`config.mk`:
```
export PLATFORM = sky130hd
export DESIGN_NAME = isol_demux
export DESIGN_NICKNAME = d
export VERILOG_FILES = /design/src/isol_pkg.sv /design/src/isol_demux.sv
export SDC_FILE = /design/constraint.sdc
export NUM_CORES = 1
export LEC_CHECK = 0
export BUFFER_PORTS_ARGS = -buffer_cell sky130_fd_sc_hd__buf_2
export CAP_MARGIN = 20
export CORE_AREA = 5 5 97 99
export CTS_CLUSTER_SIZE = 30
export DETAILED_ROUTE_END_ITERATION = 8
export DIE_AREA = 0 0 102 104
export PLACE_DENSITY = 0.75
export SLEW_MARGIN = 20
export SYNTH_ARGS = -nofsm -noshare
export SYNTH_HDL_FRONTEND = slang
export SYNTH_SLANG_ARGS = --single-unit
```
`constraint.sdc`:
```
create_clock -name clk_i -period 3 [get_ports clk_i]
set_input_delay 0.15 -clock clk_i [delete_from_list [all_inputs] [get_ports clk_i]]
set_output_delay 0.15 -clock clk_i [all_outputs]
set_load 0.02 [all_outputs]
```
`src/isol_pkg.sv`:
```
package isol_pkg;

  // Bus widths of every link in the subsystem
  localparam int ADDR_W = 8;
  localparam int DATA_W = 32;
  localparam int ID_W   = 4;

  // Most transactions open at once through the demux and through the gate
  localparam int MAX_PENDING = 8;

  // Pointer width of the demux order FIFO
  localparam int PTR_W = $clog2(MAX_PENDING);
  // Counter width, one bit more so a full count fits
  localparam int CNT_W = PTR_W + 1;
  // Count value at which new requests stall
  localparam logic [CNT_W-1:0] PEND_FULL = CNT_W'(MAX_PENDING);

  // Read data returned while isolated, hexspeak for isolated
  localparam logic [DATA_W-1:0] ISOLATED_DATA = 32'h1501A7ED;

  // Request opcode
  typedef enum logic {
    OP_READ  = 1'b0,
    OP_WRITE = 1'b1
  } op_e;

  // Gate FSM states
  typedef enum logic [1:0] {
    GATE_PASS     = 2'd0,
    GATE_DRAIN    = 2'd1,
    GATE_ISOLATED = 2'd2
  } gate_state_e;

endpackage

```
`src/isol_demux.sv`:
```
`timescale 1ns/1ps

module isol_demux (
  input  logic                         clk_i,
  input  logic                         rst_n_i,
  // Slave link from the outside manager
  input  logic                         slv_req_valid_i,
  output logic                         slv_req_ready_o,
  input  isol_pkg::op_e                slv_req_op_i,
  input  logic [isol_pkg::ADDR_W-1:0]  slv_req_addr_i,
  input  logic [isol_pkg::DATA_W-1:0]  slv_req_wdata_i,
  input  logic [isol_pkg::ID_W-1:0]    slv_req_id_i,
  output logic                         slv_rsp_valid_o,
  input  logic                         slv_rsp_ready_i,
  output logic [isol_pkg::DATA_W-1:0]  slv_rsp_rdata_o,
  output logic                         slv_rsp_err_o,
  output logic [isol_pkg::ID_W-1:0]    slv_rsp_id_o,
  // High routes new requests to the error responder
  input  logic                         sel_isolated_i,
  // Port 0, towards the gate
  output logic                         m0_req_valid_o,
  input  logic                         m0_req_ready_i,
  output isol_pkg::op_e                m0_req_op_o,
  output logic [isol_pkg::ADDR_W-1:0]  m0_req_addr_o,
  output logic [isol_pkg::DATA_W-1:0]  m0_req_wdata_o,
  output logic [isol_pkg::ID_W-1:0]    m0_req_id_o,
  input  logic                         m0_rsp_valid_i,
  output logic                         m0_rsp_ready_o,
  input  logic [isol_pkg::DATA_W-1:0]  m0_rsp_rdata_i,
  input  logic                         m0_rsp_err_i,
  input  logic [isol_pkg::ID_W-1:0]    m0_rsp_id_i,
  // Port 1, towards the error responder
  output logic                         m1_req_valid_o,
  input  logic                         m1_req_ready_i,
  output isol_pkg::op_e                m1_req_op_o,
  output logic [isol_pkg::ADDR_W-1:0]  m1_req_addr_o,
  output logic [isol_pkg::DATA_W-1:0]  m1_req_wdata_o,
  output logic [isol_pkg::ID_W-1:0]    m1_req_id_o,
  input  logic                         m1_rsp_valid_i,
  output logic                         m1_rsp_ready_o,
  input  logic [isol_pkg::DATA_W-1:0]  m1_rsp_rdata_i,
  input  logic                         m1_rsp_err_i,
  input  logic [isol_pkg::ID_W-1:0]    m1_rsp_id_i
);

  // Order FIFO, one bit per accepted request holding the chosen port
  logic [isol_pkg::MAX_PENDING-1:0] order_q;
  logic [isol_pkg::PTR_W-1:0]       wr_ptr_q;
  logic [isol_pkg::PTR_W-1:0]       rd_ptr_q;
  logic [isol_pkg::CNT_W-1:0]       cnt_q;
  logic                             fifo_full;
  logic                             fifo_empty;
  logic                             head;
  logic                             push;
  logic                             pop;

  assign fifo_full  = (cnt_q == isol_pkg::PEND_FULL);
  assign fifo_empty = (cnt_q == '0);
  assign head       = order_q[rd_ptr_q];

  // Payload goes to both ports, only one valid is raised
  assign m0_req_op_o    = slv_req_op_i;
  assign m0_req_addr_o  = slv_req_addr_i;
  assign m0_req_wdata_o = slv_req_wdata_i;
  assign m0_req_id_o    = slv_req_id_i;
  assign m1_req_op_o    = slv_req_op_i;
  assign m1_req_addr_o  = slv_req_addr_i;
  assign m1_req_wdata_o = slv_req_wdata_i;
  assign m1_req_id_o    = slv_req_id_i;

  // Select follows isolated_o while the request is offered
  assign m0_req_valid_o  = slv_req_valid_i && !sel_isolated_i && !fifo_full;
  assign m1_req_valid_o  = slv_req_valid_i && sel_isolated_i && !fifo_full;
  assign slv_req_ready_o = !fifo_full && (sel_isolated_i ? m1_req_ready_i : m0_req_ready_i);
  assign push            = slv_req_valid_i && slv_req_ready_o;

  // Only the port at the FIFO head may answer
  assign slv_rsp_valid_o = !fifo_empty && (head ? m1_rsp_valid_i : m0_rsp_valid_i);
  assign slv_rsp_rdata_o = head ? m1_rsp_rdata_i : m0_rsp_rdata_i;
  assign slv_rsp_err_o   = head ? m1_rsp_err_i : m0_rsp_err_i;
  assign slv_rsp_id_o    = head ? m1_rsp_id_i : m0_rsp_id_i;
  assign m0_rsp_ready_o  = !fifo_empty && !head && slv_rsp_ready_i;
  assign m1_rsp_ready_o  = !fifo_empty && head && slv_rsp_ready_i;
  assign pop             = slv_rsp_valid_o && slv_rsp_ready_i;

  // Pointers and fill level
  always_ff @(posedge clk_i or negedge rst_n_i) begin
    if (!rst_n_i) begin
      wr_ptr_q <= '0;
      rd_ptr_q <= '0;
      cnt_q    <= '0;
    end else begin
      if (push) begin
        wr_ptr_q <= wr_ptr_q + 1'b1;
      end
      if (pop) begin
        rd_ptr_q <= rd_ptr_q + 1'b1;
      end
      // Push and pop together leave the level alone
      if (push && !pop) begin
        cnt_q <= cnt_q + 1'b1;
      end else if (pop && !push) begin
        cnt_q <= cnt_q - 1'b1;
      end
    end
  end

  // Port bits themselves, read only when not empty
  always_ff @(posedge clk_i) begin
    if (push) begin
      order_q[wr_ptr_q] <= sel_isolated_i;
    end
  end

endmodule

```
## Word-level counts from Yosys, hierarchy flattened

Index checks and enable logic that the tools add are counted.

- Output and inout bits: 133
- Flip-flop bits (word level): 18
- Input port bits: 128
- Logic and storage cells: 47

- $add $sub $neg: 4
- Order comparisons: 3
- Equal/unequal tests: 1
- Reductions and logical operators: 23
- Mux-type cells: 12

Operator list:

| cell | count |
|---|---|
| 32-bit 2-to-1 mux | 1 |
| 1-bit logical AND | 15 |
| 4-bit 2-to-1 mux | 3 |
| 8-bit bitwise mux | 1 |
| 3-bit by 4-bit < comparator with 1-bit output (second input constant) | 2 |
| 3-bit by 1-bit adder with 3-bit output (second input constant) | 2 |
| 1-bit zero test | 6 |
| 1-bit 2-to-1 mux | 5 |
| 4-bit by 1-bit adder with 4-bit output (second input constant) | 1 |
| 4-bit equality test (second input constant) | 1 |
| 4-bit zero test | 1 |
| 4-bit by 1-bit subtractor with 4-bit output (second input constant) | 1 |
| 1-bit binary-select mux with 3-bit select | 1 |
| 1-bit demux with 3-bit select | 1 |
| 3-bit by 1-bit >= comparator with 1-bit output (second input constant) | 1 |
| 2-bit nonzero test | 1 |

## Depth between registers and ports, before layout

- Depth in word-level cells: 8
- Mapped depth: 12
- Mapped depth without buffers: 12

## Worst setup path after synthesis

Ideal clock, no wire load.

- Kind: reg2reg
- Start point: register rd_ptr_q[0] (netlist bit)
- End point: register cnt_q[3] (netlist bit)
- Path buffers: 0
- Data required time: 2.878 ns
- Period minus slack after synthesis: 2.852 ns
- Slack: 0.148 ns
- Library setup time: 0.122 ns
- Arrival time: 2.729 ns
- Cell stages (with the launch flop): 13
- Path through: dfrtp_1 -> mux4_2 -> mux2i_2 -> mux2i_1 -> inv_1 -> ha_1 -> inv_1 -> ha_1 -> a21o_1 -> a21oi_1 -> xnor2_1 -> nor2_1 -> xnor2_1

- Cells in the longest elaborated chain, start to end: 8
- Elaborated cells on any way between the ends: 10
- Those cells by class: 4 x mux; 6 x reduce/logical

Ends and longest elaborated chain:

| element | RTL line | text |
|---|---|---|
| from (decl) | isol_demux.sv:49 | `logic [isol_pkg::PTR_W-1:0] rd_ptr_q;` |
| from (signal assigned) | isol_demux.sv:97 | `rd_ptr_q <= rd_ptr_q + 1'b1;` |
| 1-bit binary-select mux with 3-bit select * | isol_demux.sv:59 | `assign head = order_q[rd_ptr_q];` |
| 1-bit 2-to-1 mux (implied by the code) * | isol_demux.sv:59 |  |
| 1-bit 2-to-1 mux * | isol_demux.sv:78 | `assign slv_rsp_valid_o = !fifo_empty && (head ? m1_rsp_valid_i : m0_rsp_valid_i);` |
| 1-bit logical AND * | isol_demux.sv:78 |  |
| 1-bit logical AND * | isol_demux.sv:84 | `assign pop = slv_rsp_valid_o && slv_rsp_ready_i;` |
| 1-bit zero test | isol_demux.sv:100 | `if (push && !pop) begin` |
| 1-bit logical AND | isol_demux.sv:100 |  |
| 4-bit 2-to-1 mux / 2-bit nonzero test (equally long branches) | n/a |  |
| to (signal assigned) | isol_demux.sv:101 | `cnt_q <= cnt_q + 1'b1;` |
| to (signal assigned) | isol_demux.sv:103 | `cnt_q <= cnt_q - 1'b1;` |
| to (decl) | isol_demux.sv:50 | `logic [isol_pkg::CNT_W-1:0] cnt_q;` |

Mark *: on every way between the ends. The rest lies on a longest branch, timed or not. The select of a mux whose other input is x is not followed.
A chain may end at the register's enable or synchronous reset.

## Worst setup path after layout

Same ends and word-level chain as after synthesis.

==> impl_metrics.py <==
metrics = {
    "outcome": {
        "run_status": "finished clean",
    },
    "drt": {
        "post-route-drc-count": 0,
        "drt-total-wl_mm": 6.00,
        "routedWlPerCell_um": 16.9,
        "antenna_left": 0,
        "drt-initial-drc-count": 28,
        "drt_pass1_iterations": 2,
        "via_count_normalized_by_instance_count": 4.16,
        "route.vias.total": 1478,
    },
    "floorplan": {
        "die_width_um": 102,
        "total_die_area_mm2": 0.0106,
        "floorplan.core_area_mm2": 0.00847,
        "design.portCount": 261,
        "dieHeight_um": 104,
        "floorplan.initialDensity_pct": 24.2,
        "rows": 34,
    },
    "clock_tree": {
        "cts.path.max_buffers": 2,
        "cts_setup_buffers": 0,
        "cts_tree": "built",
        "cts_root_buffer": "sky130_fd_sc_hd__clkbuf_8",
        "clock_tree.htree_level_count": 1,
        "cts.clk_slew.worst_paths_ns": 0.07,
        "cts_made_buffers": 3,
        "worstSkewPairLatency_ns": 0.25,
        "clock_sink_count": 18,
    },
    "timing": {
        "maxClockFrequency_mhz": 356,
        "rsz0062_at_grt": "no",
        "max_slew_margin_pct": 65.7,
        "min_period_over_period_pct": 93.6,
        "setup_viol": 0,
        "max_slew.worst_pin.slew_ns": 0.514,
        "finalCriticalPeriod_ns": 2.81,
        "slew_viol_final": 0,
        "setup-tns-final_ns": 0,
        "final.setup_skew_ns": 0.000958,
        "timing.final.hold_violations": 0,
    },
    "global_routing": {
        "grt_pass1_wl_mm": 8.42,
        "use_met3_pct": 6.10,
        "largest_net_degree_at_the_start_of_global_routing": 41,
        "gr-usage-met1_pct": 11.5,
        "grt-busiest-layer": "met2",
        "initial_antenna_violation_count": 0,
        "globalRouteTotalUtil_pct": 10.2,
        "first_global_vias": 1565,
        "gr-total-overflow": 0,
        "met2_resource_use_gr_pct": 15.1,
    },
    "layout": {
        "layout.cells.most_common_list": "125 x sky130_fd_sc_hd__buf_2, 39 x sky130_fd_sc_hd__mux2_2, 10 x sky130_fd_sc_hd__nor2_1, 9 x sky130_fd_sc_hd__dfrtp_1, 8 x sky130_fd_sc_hd__edfxtp_1",
        "drive_above_1_share_pct": 70.9,
        "layout.cells.most_common": "sky130_fd_sc_hd__buf_2",
        "antenna_cells": 0,
        "final_net_count": 382,
        "layout.filler_cells": 920,
        "layout-area-overhead-vs-synth_pct": 7.63,
        "multiInputGateArea_um2": 862,
        "sequential_cell_area_um2": 492,
    },
    "power": {
        "vdd.ir_drop.worst_mv": 0.393,
        "p_leak_nw": 1.05,
        "fin_total_pwr_mw": 2.25,
        "power_per_cell_area_mw_per_mm2": 1020,
    },
    "hold_path": {
        "worst_hold_path.num_cells": 1,
        "hold_class": "in2reg",
    },
    "logic_synthesis": {
        "syn_area_per_cell_um2": 9.86,
        "postSynthRegisterBits": 18,
        "synth-adder-area-share_pct": 4.03,
        "combinational_family_with_the_most_area_after_synthesis": "buffers and inverters",
        "syn-num-nets": 342,
        "xor_xnor_share_of_the_synthesized_area_pct": 3.42,
        "synth_sequential_area_ratio_pct": 23.9,
        "synth_cells": 208,
        "synth_cell_type_count": 26,
        "synth_warnings": 0,
        "synthMuxAreaShare_pct": 26.3,
        "synth_simple_gate_area_share_pct": 5.37,
        "fraction_of_the_mapped_netlist_area_in_compound_gates_pct": 2.32,
        "syn_area_mm2": 0.00205,
    },
    "setup_path": {
        "reg2regPathDepth": 12,
        "crit_slowest_cell": "sky130_fd_sc_hd__mux4_2",
        "cp_data_arrival_time_ns": 2.94,
        "crit_path_start_kind": "flop",
        "cp_data_required_time_ns": 3.14,
        "cp_num_cells": 12,
        "critical_path.cell_chain": "mux4_2 -> mux2i_4 -> mux2i_2 -> inv_1 -> ha_1 -> inv_1 -> ha_1 -> a21o_1 -> a21oi_1 -> xnor2_1 -> nor2_1 -> xnor2_1",
        "critical_path.max_stage_delay_ns": 0.55,
        "cp.buffers_inverters": 2,
        "crit_fanout": 4,
        "setup.worst_path.end_class": "flop",
        "critPathKind": "reg2reg",
        "worst_path_dominant_cell_family": "multiplexers",
    },
    "placement": {
        "place.port_buffers": 125,
        "detailed_place_hpwl_mm": 5.21,
        "gpl.final_weighted_congestion": 0.821,
    },
    "run": {
        "timing.max_cap.violations": 0,
    },
}
[through the flow]
step           util (%)  hold WS [ns]  std cells  cell area [um2]  setup WS [ns]
6_report           26.1         0.221        355             2210          0.193
5_1_grt            26.1         0.225        355             2210        0.00295
4_1_cts            26.0         0.218        355             2200          0.118
3_5_place_dp       25.4        0.0340        350             2150          0.163
3_3_place_gp       25.4        0.0312        350             2150          0.240
2_1_floorplan         -        -0.146        208             2050          0.148
[layout make-up]
class	instances	area share, %
tap	108	6.12
multi-input combinational	92	39.1
sequential	18	22.3
inverter	4	0.680
clock buffer	3	1.87
clock inverter	1	0.170
timing repair buffer	129	29.8
[sequential cells by signal, indices dropped and copies added (netlist names)]
register,count
cnt_q,4
order_q,8
rd_ptr_q,3
wr_ptr_q,3
[cell usage after synthesis]
library cell	instances	area share (%)
sky130_fd_sc_hd__buf_2	4	0.98
sky130_fd_sc_hd__ha_1	5	3.1
sky130_fd_sc_hd__buf_4	90	33
sky130_fd_sc_hd__mux2i_1	3	1.5
sky130_fd_sc_hd__nand2_1	7	1.3
sky130_fd_sc_hd__a21o_1	1	0.37
sky130_fd_sc_hd__and2_1	1	0.31
sky130_fd_sc_hd__nand2b_1	2	0.61
sky130_fd_sc_hd__o21ai_0	1	0.24
sky130_fd_sc_hd__edfxtp_1	8	12
sky130_fd_sc_hd__mux2_1	1	0.55
sky130_fd_sc_hd__a21oi_1	3	0.73
sky130_fd_sc_hd__or3_1	1	0.31
sky130_fd_sc_hd__nor2b_1	1	0.31
sky130_fd_sc_hd__dfrtp_1	10	12
sky130_fd_sc_hd__mux2i_2	1	0.67
sky130_fd_sc_hd__inv_1	4	0.73
sky130_fd_sc_hd__xnor2_1	6	2.6
sky130_fd_sc_hd__nor3_1	3	0.73
sky130_fd_sc_hd__mux2_2	39	21
sky130_fd_sc_hd__fa_1	1	0.98
sky130_fd_sc_hd__o41a_1	1	0.55
sky130_fd_sc_hd__mux4_2	2	2.2
sky130_fd_sc_hd__o41ai_1	1	0.43
sky130_fd_sc_hd__xor2_1	2	0.85
sky130_fd_sc_hd__nor2_1	10	1.8
[worst reg2reg max path, stage by stage, from the launching register on]
cell                      delay, ns
sky130_fd_sc_hd__dfrtp_2       0.42
sky130_fd_sc_hd__mux4_2        0.55
sky130_fd_sc_hd__mux2i_4       0.18
sky130_fd_sc_hd__mux2i_2       0.25
sky130_fd_sc_hd__inv_1         0.07
sky130_fd_sc_hd__ha_1          0.20
sky130_fd_sc_hd__inv_1         0.12
sky130_fd_sc_hd__ha_1          0.25
sky130_fd_sc_hd__a21o_1        0.16
sky130_fd_sc_hd__a21oi_1       0.17
sky130_fd_sc_hd__xnor2_1       0.14
sky130_fd_sc_hd__nor2_1        0.07
sky130_fd_sc_hd__xnor2_1       0.13
[path summary, 6_finish.rpt]
path | slack [ns] | endpoint | from
max in group asynchronous | 2.49 | rd_ptr_q[0]$_DFFE_PN0P_ | rst_n_i
min in group asynchronous | 0.29 | wr_ptr_q[0]$_DFFE_PN0P_ | rst_n_i
worst min-delay path | 0.22 | order_q[6]$_DFFE_PP_ | sel_isolated_i
worst min register to register | 0.52 | wr_ptr_q[0]$_DFFE_PN0P_ | wr_ptr_q[0]$_DFFE_PN0P_
worst max register to register | 0.19 | cnt_q[3]$_DFFE_PN0P_ | rd_ptr_q[0]$_DFFE_PN0P_
worst max-delay path | 0.19 | cnt_q[3]$_DFFE_PN0P_ | rd_ptr_q[0]$_DFFE_PN0P_
[per-layer routing]
metal	part of all wire (%)	vias up
met5	0	-
met4	4.2	0
met3	15	31
met2	43	114
met1	37	649
li1	-	684
[logic make-up (layout without fill, tap and decap cells)]
group,count (synthesis),in the layout
AO/OA/AOI/OAI,7,7
XOR/XNOR,8,8
adder cells (fa/ha/maj),6,6
buffers and inverters,98,137
flip-flops,18,18
multiplexers,46,46
AND/OR/NAND/NOR,25,25
[power breakdown]
part	internal [mW]	total, mW	switching (mW)
Combinational	0.736	1.63	0.890
Sequential	0.342	0.450	0.108
Clock	0.0910	0.170	0.0793
[timing repair]
item	4_1_cts	5_1_grt
endpoints found under the setup margin	0	1
endpoints found under the hold margin	10	0
resized for setup	0	2
hold buffers	1	0
Note: power is estimated with default switching activity, not from simulation.
