<file path="src/isol_pkg.sv">
package isol_pkg;

  // Bus widths of every link in the subsystem
  localparam int ADDR_W = 8;
  localparam int DATA_W = 32;
  localparam int ID_W   = 4;

  // Most transactions open at once through the demux and through the gate
  localparam int MAX_PENDING = 8;

  // Pointer width of the demux order FIFO
  localparam int PTR_W = $clog2(MAX_PENDING);
  // Counter width, one bit more so a full count fits
  localparam int CNT_W = PTR_W + 1;
  // Count value at which new requests stall
  localparam logic [CNT_W-1:0] PEND_FULL = CNT_W'(MAX_PENDING);

  // Read data returned while isolated, hexspeak for isolated
  localparam logic [DATA_W-1:0] ISOLATED_DATA = 32'h1501A7ED;

  // Request opcode
  typedef enum logic {
    OP_READ  = 1'b0,
    OP_WRITE = 1'b1
  } op_e;

  // Gate FSM states
  typedef enum logic [1:0] {
    GATE_PASS     = 2'd0,
    GATE_DRAIN    = 2'd1,
    GATE_ISOLATED = 2'd2
  } gate_state_e;

endpackage

</file>
<file path="src/isol_gate.sv">
`timescale 1ns/1ps

module isol_gate (
  input  logic                         clk_i,
  input  logic                         rst_n_i,
  // Slave link from the demux
  input  logic                         slv_req_valid_i,
  output logic                         slv_req_ready_o,
  input  isol_pkg::op_e                slv_req_op_i,
  input  logic [isol_pkg::ADDR_W-1:0]  slv_req_addr_i,
  input  logic [isol_pkg::DATA_W-1:0]  slv_req_wdata_i,
  input  logic [isol_pkg::ID_W-1:0]    slv_req_id_i,
  output logic                         slv_rsp_valid_o,
  input  logic                         slv_rsp_ready_i,
  output logic [isol_pkg::DATA_W-1:0]  slv_rsp_rdata_o,
  output logic                         slv_rsp_err_o,
  output logic [isol_pkg::ID_W-1:0]    slv_rsp_id_o,
  // Manager link towards the target
  output logic                         mst_req_valid_o,
  input  logic                         mst_req_ready_i,
  output isol_pkg::op_e                mst_req_op_o,
  output logic [isol_pkg::ADDR_W-1:0]  mst_req_addr_o,
  output logic [isol_pkg::DATA_W-1:0]  mst_req_wdata_o,
  output logic [isol_pkg::ID_W-1:0]    mst_req_id_o,
  input  logic                         mst_rsp_valid_i,
  output logic                         mst_rsp_ready_o,
  input  logic [isol_pkg::DATA_W-1:0]  mst_rsp_rdata_i,
  input  logic                         mst_rsp_err_i,
  input  logic [isol_pkg::ID_W-1:0]    mst_rsp_id_i,
  // Isolation control
  input  logic                         isolate_i,
  output logic                         isolated_o
);

  isol_pkg::gate_state_e      state_q;
  isol_pkg::gate_state_e      state_d;
  logic [isol_pkg::CNT_W-1:0] pend_q;
  logic                       pass;
  logic                       pend_full;
  logic                       req_xfer;
  logic                       rsp_xfer;

  assign pass       = (state_q == isol_pkg::GATE_PASS);
  assign isolated_o = (state_q == isol_pkg::GATE_ISOLATED);
  assign pend_full  = (pend_q == isol_pkg::PEND_FULL);

  // Requests flow only in pass state and below the pending limit
  assign mst_req_valid_o = slv_req_valid_i && pass && !pend_full;
  assign slv_req_ready_o = mst_req_ready_i && pass && !pend_full;

  // Target side request payload is zeroed while isolated
  assign mst_req_op_o    = isolated_o ? isol_pkg::OP_READ : slv_req_op_i;
  assign mst_req_addr_o  = isolated_o ? '0 : slv_req_addr_i;
  assign mst_req_wdata_o = isolated_o ? '0 : slv_req_wdata_i;
  assign mst_req_id_o    = isolated_o ? '0 : slv_req_id_i;

  // Responses pass straight back, open ones still drain
  assign slv_rsp_valid_o = mst_rsp_valid_i;
  assign mst_rsp_ready_o = slv_rsp_ready_i;
  assign slv_rsp_rdata_o = mst_rsp_rdata_i;
  assign slv_rsp_err_o   = mst_rsp_err_i;
  assign slv_rsp_id_o    = mst_rsp_id_i;

  assign req_xfer = mst_req_valid_o && mst_req_ready_i;
  assign rsp_xfer = mst_rsp_valid_i && mst_rsp_ready_o;

  // Next state
  always_comb begin
    state_d = state_q;
    unique case (state_q)
      isol_pkg::GATE_PASS: begin
        if (isolate_i) begin
          state_d = isol_pkg::GATE_DRAIN;
        end
      end
      isol_pkg::GATE_DRAIN: begin
        // Release wins over a drain that just finished
        if (!isolate_i) begin
          state_d = isol_pkg::GATE_PASS;
        end else if (pend_q == '0) begin
          state_d = isol_pkg::GATE_ISOLATED;
        end
      end
      isol_pkg::GATE_ISOLATED: begin
        if (!isolate_i) begin
          state_d = isol_pkg::GATE_PASS;
        end
      end
      default: state_d = isol_pkg::GATE_PASS;
    endcase
  end

  always_ff @(posedge clk_i or negedge rst_n_i) begin
    if (!rst_n_i) begin
      state_q <= isol_pkg::GATE_PASS;
      pend_q  <= '0;
    end else begin
      state_q <= state_d;
      // Open transaction count, up on request and down on response
      if (req_xfer && !rsp_xfer) begin
        pend_q <= pend_q + 1'b1;
      end else if (rsp_xfer && !req_xfer) begin
        pend_q <= pend_q - 1'b1;
      end
    end
  end

endmodule

</file>
<file path="config.mk">
export PLATFORM = sky130hd
export DESIGN_NAME = isol_gate
export DESIGN_NICKNAME = d
export VERILOG_FILES = /design/src/isol_pkg.sv /design/src/isol_gate.sv
export SDC_FILE = /design/constraint.sdc
export NUM_CORES = 1
export LEC_CHECK = 0
export CORE_AREA = 3 3 67 69
export DETAILED_ROUTE_END_ITERATION = 6
export DIE_AREA = 0 0 70 72
export DONT_BUFFER_PORTS = 1
export GPL_ROUTABILITY_DRIVEN = 0
export PLACE_DENSITY = 0.5
export SETUP_SLACK_MARGIN = 0.5
export SYNTH_ARGS = -nofsm -noshare
export SYNTH_HDL_FRONTEND = slang
export SYNTH_SLANG_ARGS = --single-unit
</file>
<file path="constraint.sdc">
create_clock -name clk_i -period 4.5 [get_ports clk_i]
set_input_delay 0 -clock clk_i [delete_from_list [all_inputs] [get_ports clk_i]]
set_output_delay 0 -clock clk_i [all_outputs]
set_load 0.02 [all_outputs]
</file>
=== After elaboration in Yosys (flattened, before gate mapping) ===
Index checks and enable logic that the tools add are counted.

* Word-level logic and storage cells: 36
* Input bits: 89
* Bits in registers: 6

* Eq/ne operators: 6
* Multiplexer cells: 11
* Reductions and logical operators: 15
* Add/sub/neg operators: 2

{| class="wikitable"
|+ Operators by type and width
! cell !! count
|-
| $mux 32 || 1
|-
| $mux 4 || 3
|-
| $logic_and 1x1->1 || 8
|-
| $mux 2 || 4
|-
| $mux 8 || 1
|-
| $pmux 2 s3 || 1
|-
| $add 4x1->4 const B || 1
|-
| $eq 4x4->1 const B || 1
|-
| $logic_not 4->1 || 1
|-
| $ne 2x2->1 const B || 2
|-
| $sub 4x1->4 const B || 1
|-
| $logic_not 1->1 || 3
|-
| $ne 3x3->1 const B || 1
|-
| $reduce_and 3->1 || 1
|-
| $eq 2x1->1 const B || 1
|-
| $eq 2x2->1 const B || 1
|-
| $logic_not 2->1 || 1
|-
| $reduce_bool 2->1 || 1
|-
| $mux 1 || 1
|}

=== Depth between registers and ports, before layout ===
Gate-level depths: netlist of run 1.

* Depth in word-level cells: 8
* Depth in mapped cells: 9

=== Worst setup path after synthesis of run 1 ===
OpenSTA, ideal clock, no wires.

* Kind: register to register
* Start: register pend_q[0] (netlist bit)
* End: register pend_q[3] (netlist bit)
* Arrival: 2319 ps
* Stages on the path, launching flop included: 10
* Data required time: 4371 ps
* Path slack: 2053 ps
* Setup time: 129 ps
* Cell sequence: dfrtp_1 -> nor3_1 -> a211oi_1 -> and3_1 -> ha_1 -> inv_1 -> ha_1 -> or4_4 -> o211ai_2 -> o211ai_2

* Cells in the longest elaborated chain, start to end: 7

{| class="wikitable"
|+ Ends and longest elaborated chain
! what !! line !! source
|-
| from (decl) || isol_gate.sv:37 || <nowiki>logic [isol_pkg::CNT_W-1:0] pend_q;</nowiki>
|-
| from (signal assigned) || isol_gate.sv:101 || <nowiki>pend_q <= pend_q + 1'b1;</nowiki>
|-
| from (signal assigned) || isol_gate.sv:103 || <nowiki>pend_q <= pend_q - 1'b1;</nowiki>
|-
| parallel branches: the longest is 7 deep, another holds $sub 4x1->4 || - ||
|}

Parallel ways; which one is timed is not known. The select of a mux whose other input is x is not followed.
A chain may end at the register's enable or synchronous reset.

=== Worst setup path in the final report of run 1 ===
Same ends and word-level chain as after synthesis.

==> impl_metrics.json, run 1 <==
{
  "rsz0062_at_grt": "false",
  "r2r_setup_slack_ns": 1.77,
  "rows": 23,
  "grt_overflow": 0,
  "die_w_um": 70,
  "antennaDiodeCount": 0,
  "grt_util_all_layers": 0.0915,
  "initial_core_util": 0.258,
  "cts_setup_buffers": 0,
  "maxSlewHeadroom": 0.302,
  "clk_latency_ns": 0.22,
  "ys_top_cells_by_area": "and2_1, buf_4, dfrtp_1",
  "htree_levels": 1,
  "synth_seq_cells": 6,
  "power_mw": 0.435,
  "critical_path_depth": 9,
  "clk_pin_slew_ns": 0.04,
  "hold_violations": 0,
  "timing.hold.worst.class": "primary input to primary output",
  "postCtsHoldBufs": 2,
  "drt_iter0_drc": 12,
  "die_y_um": 72,
  "cp-end-kind": "flip-flop",
  "cp_num_buf_inv": 1,
  "min_period_over_period": 0.606,
  "drcViolationCount": 0,
  "cpPeakStageDelay_ns": 0.56,
  "ios": 176,
  "area_delta_synth_final_pct": -19.4,
  "netlist.area_leader.share": 0.293,
  "post-synth-top-area-cell": "and2_1",
  "antenna_left": 0,
  "cts_buffers": 3,
  "clockBufferDepth": 2,
  "nets": 188,
  "drive_gt1_frac": 0.0753,
  "grt_pass1_wl_um": 3730,
  "ys.warnings.count": 0,
  "fin_util": 0.208,
  "crit_family": "simple AND/OR/NAND/NOR gates",
  "power_density_nw_per_um2": 526,
  "io_buffers": 0,
  "synth_area_um2": 1030,
  "peakVddDrop_mv": 0.218,
  "path_class": "flip-flop to flip-flop",
  "dr.pass1.iters": 4,
  "cts_root_buf": "clkbuf_8",
  "drt-wirelength-per-cell_um": 18.7,
  "vias_per_cell": 4.88,
  "wl_um": 2680,
  "vias": 698,
  "min_path_cells": 0,
  "critPathMaxFanout": 6,
  "core_um2": 3970,
  "p_leak_nw": 0.319,
  "dieArea_um2": 5040,
  "place_inst": 138,
  "worst_pin_slew_ns": 1.05,
  "tns_ns": 0,
  "status": "finished, final reports clean",
  "critPathArrivalTime_ns": 2.83,
  "reg2reg_depth": 9,
  "antenna_found_initial": 0,
  "fin_crit_ns": 2.73,
  "cap_violations": 0,
  "syn_avg_cell_area_um2": 7.71,
  "critPathSlowestCell": "or4_4",
  "clock-sinks": 6,
  "ys_types": 26,
  "fin_skew_ns": 0.00469,
  "grt_pass1_vias": 741,
  "maxSlewViolCount": 0,
  "crit_chain": "nor3_1 > a211oi_1 > and3_1 > ha_1 > inv_1 > ha_1 > or4_4 > o211ai_2 > o211ai_2",
  "setup_viol": 0,
  "worstPathRequired_ns": 4.60,
  "grt_max_degree": 47,
  "synth_nets": 226,
  "fmax_ghz": 0.367,
  "ys_seq_area_frac": 0.146,
  "whs_ns": 0.00000886,
  "cp-start-kind": "flip-flop",
  "synthCells": 133,
  "fin_cells": 143,
  "cts_resized": 0,
  "cts_tree": "yes"
}
==> final cells by class <==
| cell class | instances | area [um2] |
|---|---|---|
| well taps | 50 | 62.6 |
| fillers | 429 | 3140 |
| repair buffers | 2 | 20.0 |
| multi-input cells | 79 | 542 |
| inverters | 3 | 11.3 |
| clock buffers | 3 | 41.3 |
| flip-flops and latches | 6 | 150 |
==> cell usage in the layout (no fill, tap or decap), drive strengths merged, types with 2 or more instances in the layout <==
cell	count
a21oi	2
and2	48
nor3	2
o211ai	2
ha	3
clkbuf	3
inv	3
nand3	2
nand2	5
xnor2	2
dlygate4sd3	2
dfrtp	6
==> sequential cells by signal, indices dropped and copies added (netlist names) <==
name and count:
pend_q 4, state_q 2
==> logic make-up after synthesis <==
logic type | share of synthesized area
simple gates | 0.371
mux | 0.0207
flops | 0.146
fa+ha+maj | 0.0561
xor+xnor | 0.0171
compound gates | 0.0634
buf+inv | 0.326
==> report_power, final <==
part | leakage, nW | total (mW) | internal, mW | switching (mW)
logic | 0.224 | 0.251 | 0.0910 | 0.160
clock network | 0.0216 | 0.0796 | 0.0574 | 0.0222
registers | 0.0739 | 0.105 | 0.0766 | 0.0283
==> worst paths after layout <==
check / to / startpoint
max in group asynchronous: state_q[0] / rst_n_i
hold reg to reg: pend_q[2] / pend_q[2]
setup reg to reg: pend_q[3] / pend_q[0]
min in group asynchronous: pend_q[1] / rst_n_i
hold / removal: slv_rsp_rdata_o[24] / mst_rsp_rdata_i[24]
setup / recovery: pend_q[3] / pend_q[0]
==> cells in the mapped netlist (all sizes together) <==
library cell,n
mux2i,1
xnor2,2
o21ai,1
a211oi,1
clkbuf,1
inv,3
nand3b,1
and3,1
o211ai,2
fa,1
or4,1
nor3,2
mux2,1
nor2,1
dfrtp,6
nand2,5
ha,3
nand3,2
nand2b,1
and2,48
a21oi,2
a2111o,1
a31oi,1
or3,1
buf,44
==> metrics by stage <==
step	setup slack, ns	area [um2]
floorplan	2.05	1030
global placement	1.93	766
detailed placement	1.78	766
CTS	1.76	827
global route	1.58	827
finish	1.77	827
==> metal layers <==
metal | vias to the layer above | routed length, um | GRT usage
li1 | 301 | - | -
met1 | 309 | 934 | 0.0918
met2 | 82 | 1380 | 0.169
met3 | 6 | 339 | 0.0485
met4 | 0 | 21 | 0.0191
met5 | - | 0 | 0
Note: power is estimated with default switching activity, not from simulation.
==> run 2: changes to the inputs <==
--- a/config.mk
+++ b/config.mk
@@ -10,7 +10,7 @@
 export DIE_AREA = 0 0 70 72
 export DONT_BUFFER_PORTS = 1
 export GPL_ROUTABILITY_DRIVEN = 0
-export PLACE_DENSITY = 0.5
+export PLACE_DENSITY = 0.51
 export SETUP_SLACK_MARGIN = 0.5
 export SYNTH_ARGS = -nofsm -noshare
 export SYNTH_HDL_FRONTEND = slang
==> constraint.sdc (replaced) <==
create_clock -name clk_i -period 2.5 [get_ports clk_i]
set_input_delay 0 -clock clk_i [delete_from_list [all_inputs] [get_ports clk_i]]
set_output_delay 0 -clock clk_i [all_outputs]
set_load 0.02 [all_outputs]
==> impl_metrics.json, run 2 (same netlist as run 1, synthesis figures left out) <==
{
  "fin_crit_ns": 2.16,
  "wl_um": 3490,
  "core_um2": 3970,
  "vias_per_cell": 5.00,
  "clock-sinks": 6,
  "vias": 780,
  "worst_slack_ns": 0.337,
  "die_y_um": 72,
  "ios": 176,
  "rows": 23,
  "clockBufferDepth": 2,
  "area_delta_synth_final_pct": -3.66,
  "nets": 201,
  "dr.pass1.iters": 4,
  "whs_ns": 0.0000262,
  "place_ws_ns": 0.220,
  "grt_overflow": 0,
  "gr-usage-met1": 0.106,
  "worst_pin_slew_ns": 0.315,
  "min_period_over_period": 0.865,
  "critPathSlowestCell": "or4_4",
  "power_density_nw_per_um2": 1030,
  "htree_levels": 1,
  "hold_violations": 0,
  "power_mw": 1.02,
  "drive_gt1_frac": 0.302,
  "layout_common_cells": "and2_1, buf_4, nand2_1, dfrtp_2, clkbuf_8",
  "cts_buffers": 3,
  "antenna_left": 0,
  "status": "finished, final reports clean",
  "maxSlewViolCount": 0,
  "drt-wirelength-per-cell_um": 22.4,
  "clk_pin_slew_ns": 0.04,
  "drt_iter0_drc": 17,
  "cts_root_buf": "clkbuf_8",
  "antenna_found_initial": 0,
  "cp-start-kind": "flip-flop",
  "clk_latency_ns": 0.23,
  "fin_skew_ns": 0.00625,
  "die_w_um": 70,
  "multiInputGateArea_um2": 598,
  "use_met3": 0.123,
  "crit_chain": "nor3_4 > a211oi_2 > and3_4 > ha_4 > inv_4 > ha_4 > or4_4 > o211ai_2 > o211ai_2",
  "path_class": "flip-flop to flip-flop",
  "met2_usage": 0.192,
  "grt_pass1_wl_um": 4570,
  "maxSlewHeadroom": 0.789,
  "tns_ns": 0,
  "setup_viol": 0,
  "largest-register": "pend_q",
  "fmax_ghz": 0.462,
  "top_regs": "pend_q: 4 flops, state_q: 2 flops",
  "largest_reg_flops": 4,
  "cts_tree": "yes",
  "cap_violations": 0,
  "final_common_cell": "and2_1",
  "critPathArrivalTime_ns": 2.26,
  "cpPeakStageDelay_ns": 0.48,
  "peakVddDrop_mv": 0.630,
  "seq_area_um2": 155,
  "timing.hold.worst.class": "primary input to primary output",
  "hpwl_um": 2790,
  "fill_cells": 429,
  "top_usage_layer": "met2",
  "grt_pass1_vias": 804,
  "critPathMaxFanout": 5,
  "p_leak_nw": 0.385,
  "dieArea_um2": 5040,
  "rsz0062_at_grt": "true",
  "worstPathRequired_ns": 2.60,
  "grt_util_all_layers": 0.119,
  "grt_max_degree": 47,
  "antennaDiodeCount": 0,
  "cp-end-kind": "flip-flop",
  "drcViolationCount": 0,
  "io_buffers": 0,
  "initial_core_util": 0.258
}
run 2: cell count changes in the layout (fill, tap and decap cells not counted), moves of 2 or more:
| cell | delta |
|---|---|
| buf_4 | +13 |
| dfrtp_1 | -4 |
| dfrtp_2 | +4 |
| ha_1 | -2 |
| ha_4 | +2 |
run 2: power breakdown:
part	leakage (nW)	internal [mW]	switching [mW]
clock network	0.0216	0.104	0.0442
registers	0.0695	0.144	0.0462
logic	0.294	0.305	0.372
run 2: worst max-delay path: cells and delay by family, from the launching register on:
family,cells,cell delay (ns)
buffers and inverters,1,0.08
flip-flops,1,0.42
adder cells (fa/ha/maj),2,0.39
AND/OR/NAND/NOR,3,0.86
AO/OA/AOI/OAI,3,0.28
run 2: layer usage:
layer	vias to the layer above	routed length, um
met3	6	705
met1	348	1010
li1	327	-
met4	0	38
met5	-	0
met2	99	1740
run 2: worst paths after layout:
kind | start | end | slack, ns | cells past startpoint
worst min register to register | state_q[1] | state_q[1] | 0.60 | 3
worst max-delay path | pend_q[2] | pend_q[3] | 0.34 | 9
max in group asynchronous | rst_n_i | pend_q[0] | 2.13 | 1
worst min-delay path | mst_rsp_rdata_i[23] | slv_rsp_rdata_o[23] | 0.00003 | 0
min in group asynchronous | rst_n_i | state_q[0] | 0.10 | 1
worst max register to register | pend_q[2] | pend_q[3] | 0.34 | 9
run 2: area by class of cell:
cell class,count,area share
Tap cell,50,0.0633
Multi-Input combinational cell,79,0.605
Inverter,3,0.0139
Sequential cell,6,0.157
Clock buffer,3,0.0418
Timing Repair Buffer,15,0.119
run 2: metrics by stage:
stage          cells  cell area (um2)  utilization
5_1_grt          156              988        0.249
4_1_cts          151              943        0.238
3_3_place_gp     139              811        0.204
6_report         156              988        0.249
2_1_floorplan    133             1060            -
3_5_place_dp     139              811        0.204
run 2: repair_timing:
| item | in CTS | in global routing |
|---|---|---|
| pin swaps | 6 | 8 |
| hold buffers | 2 | 0 |
| setup endpoints to repair | 2 | 3 |
| buffers inserted | 7 | 5 |
| resized for setup | 6 | 4 |
| hold endpoints to repair | 8 | 0 |
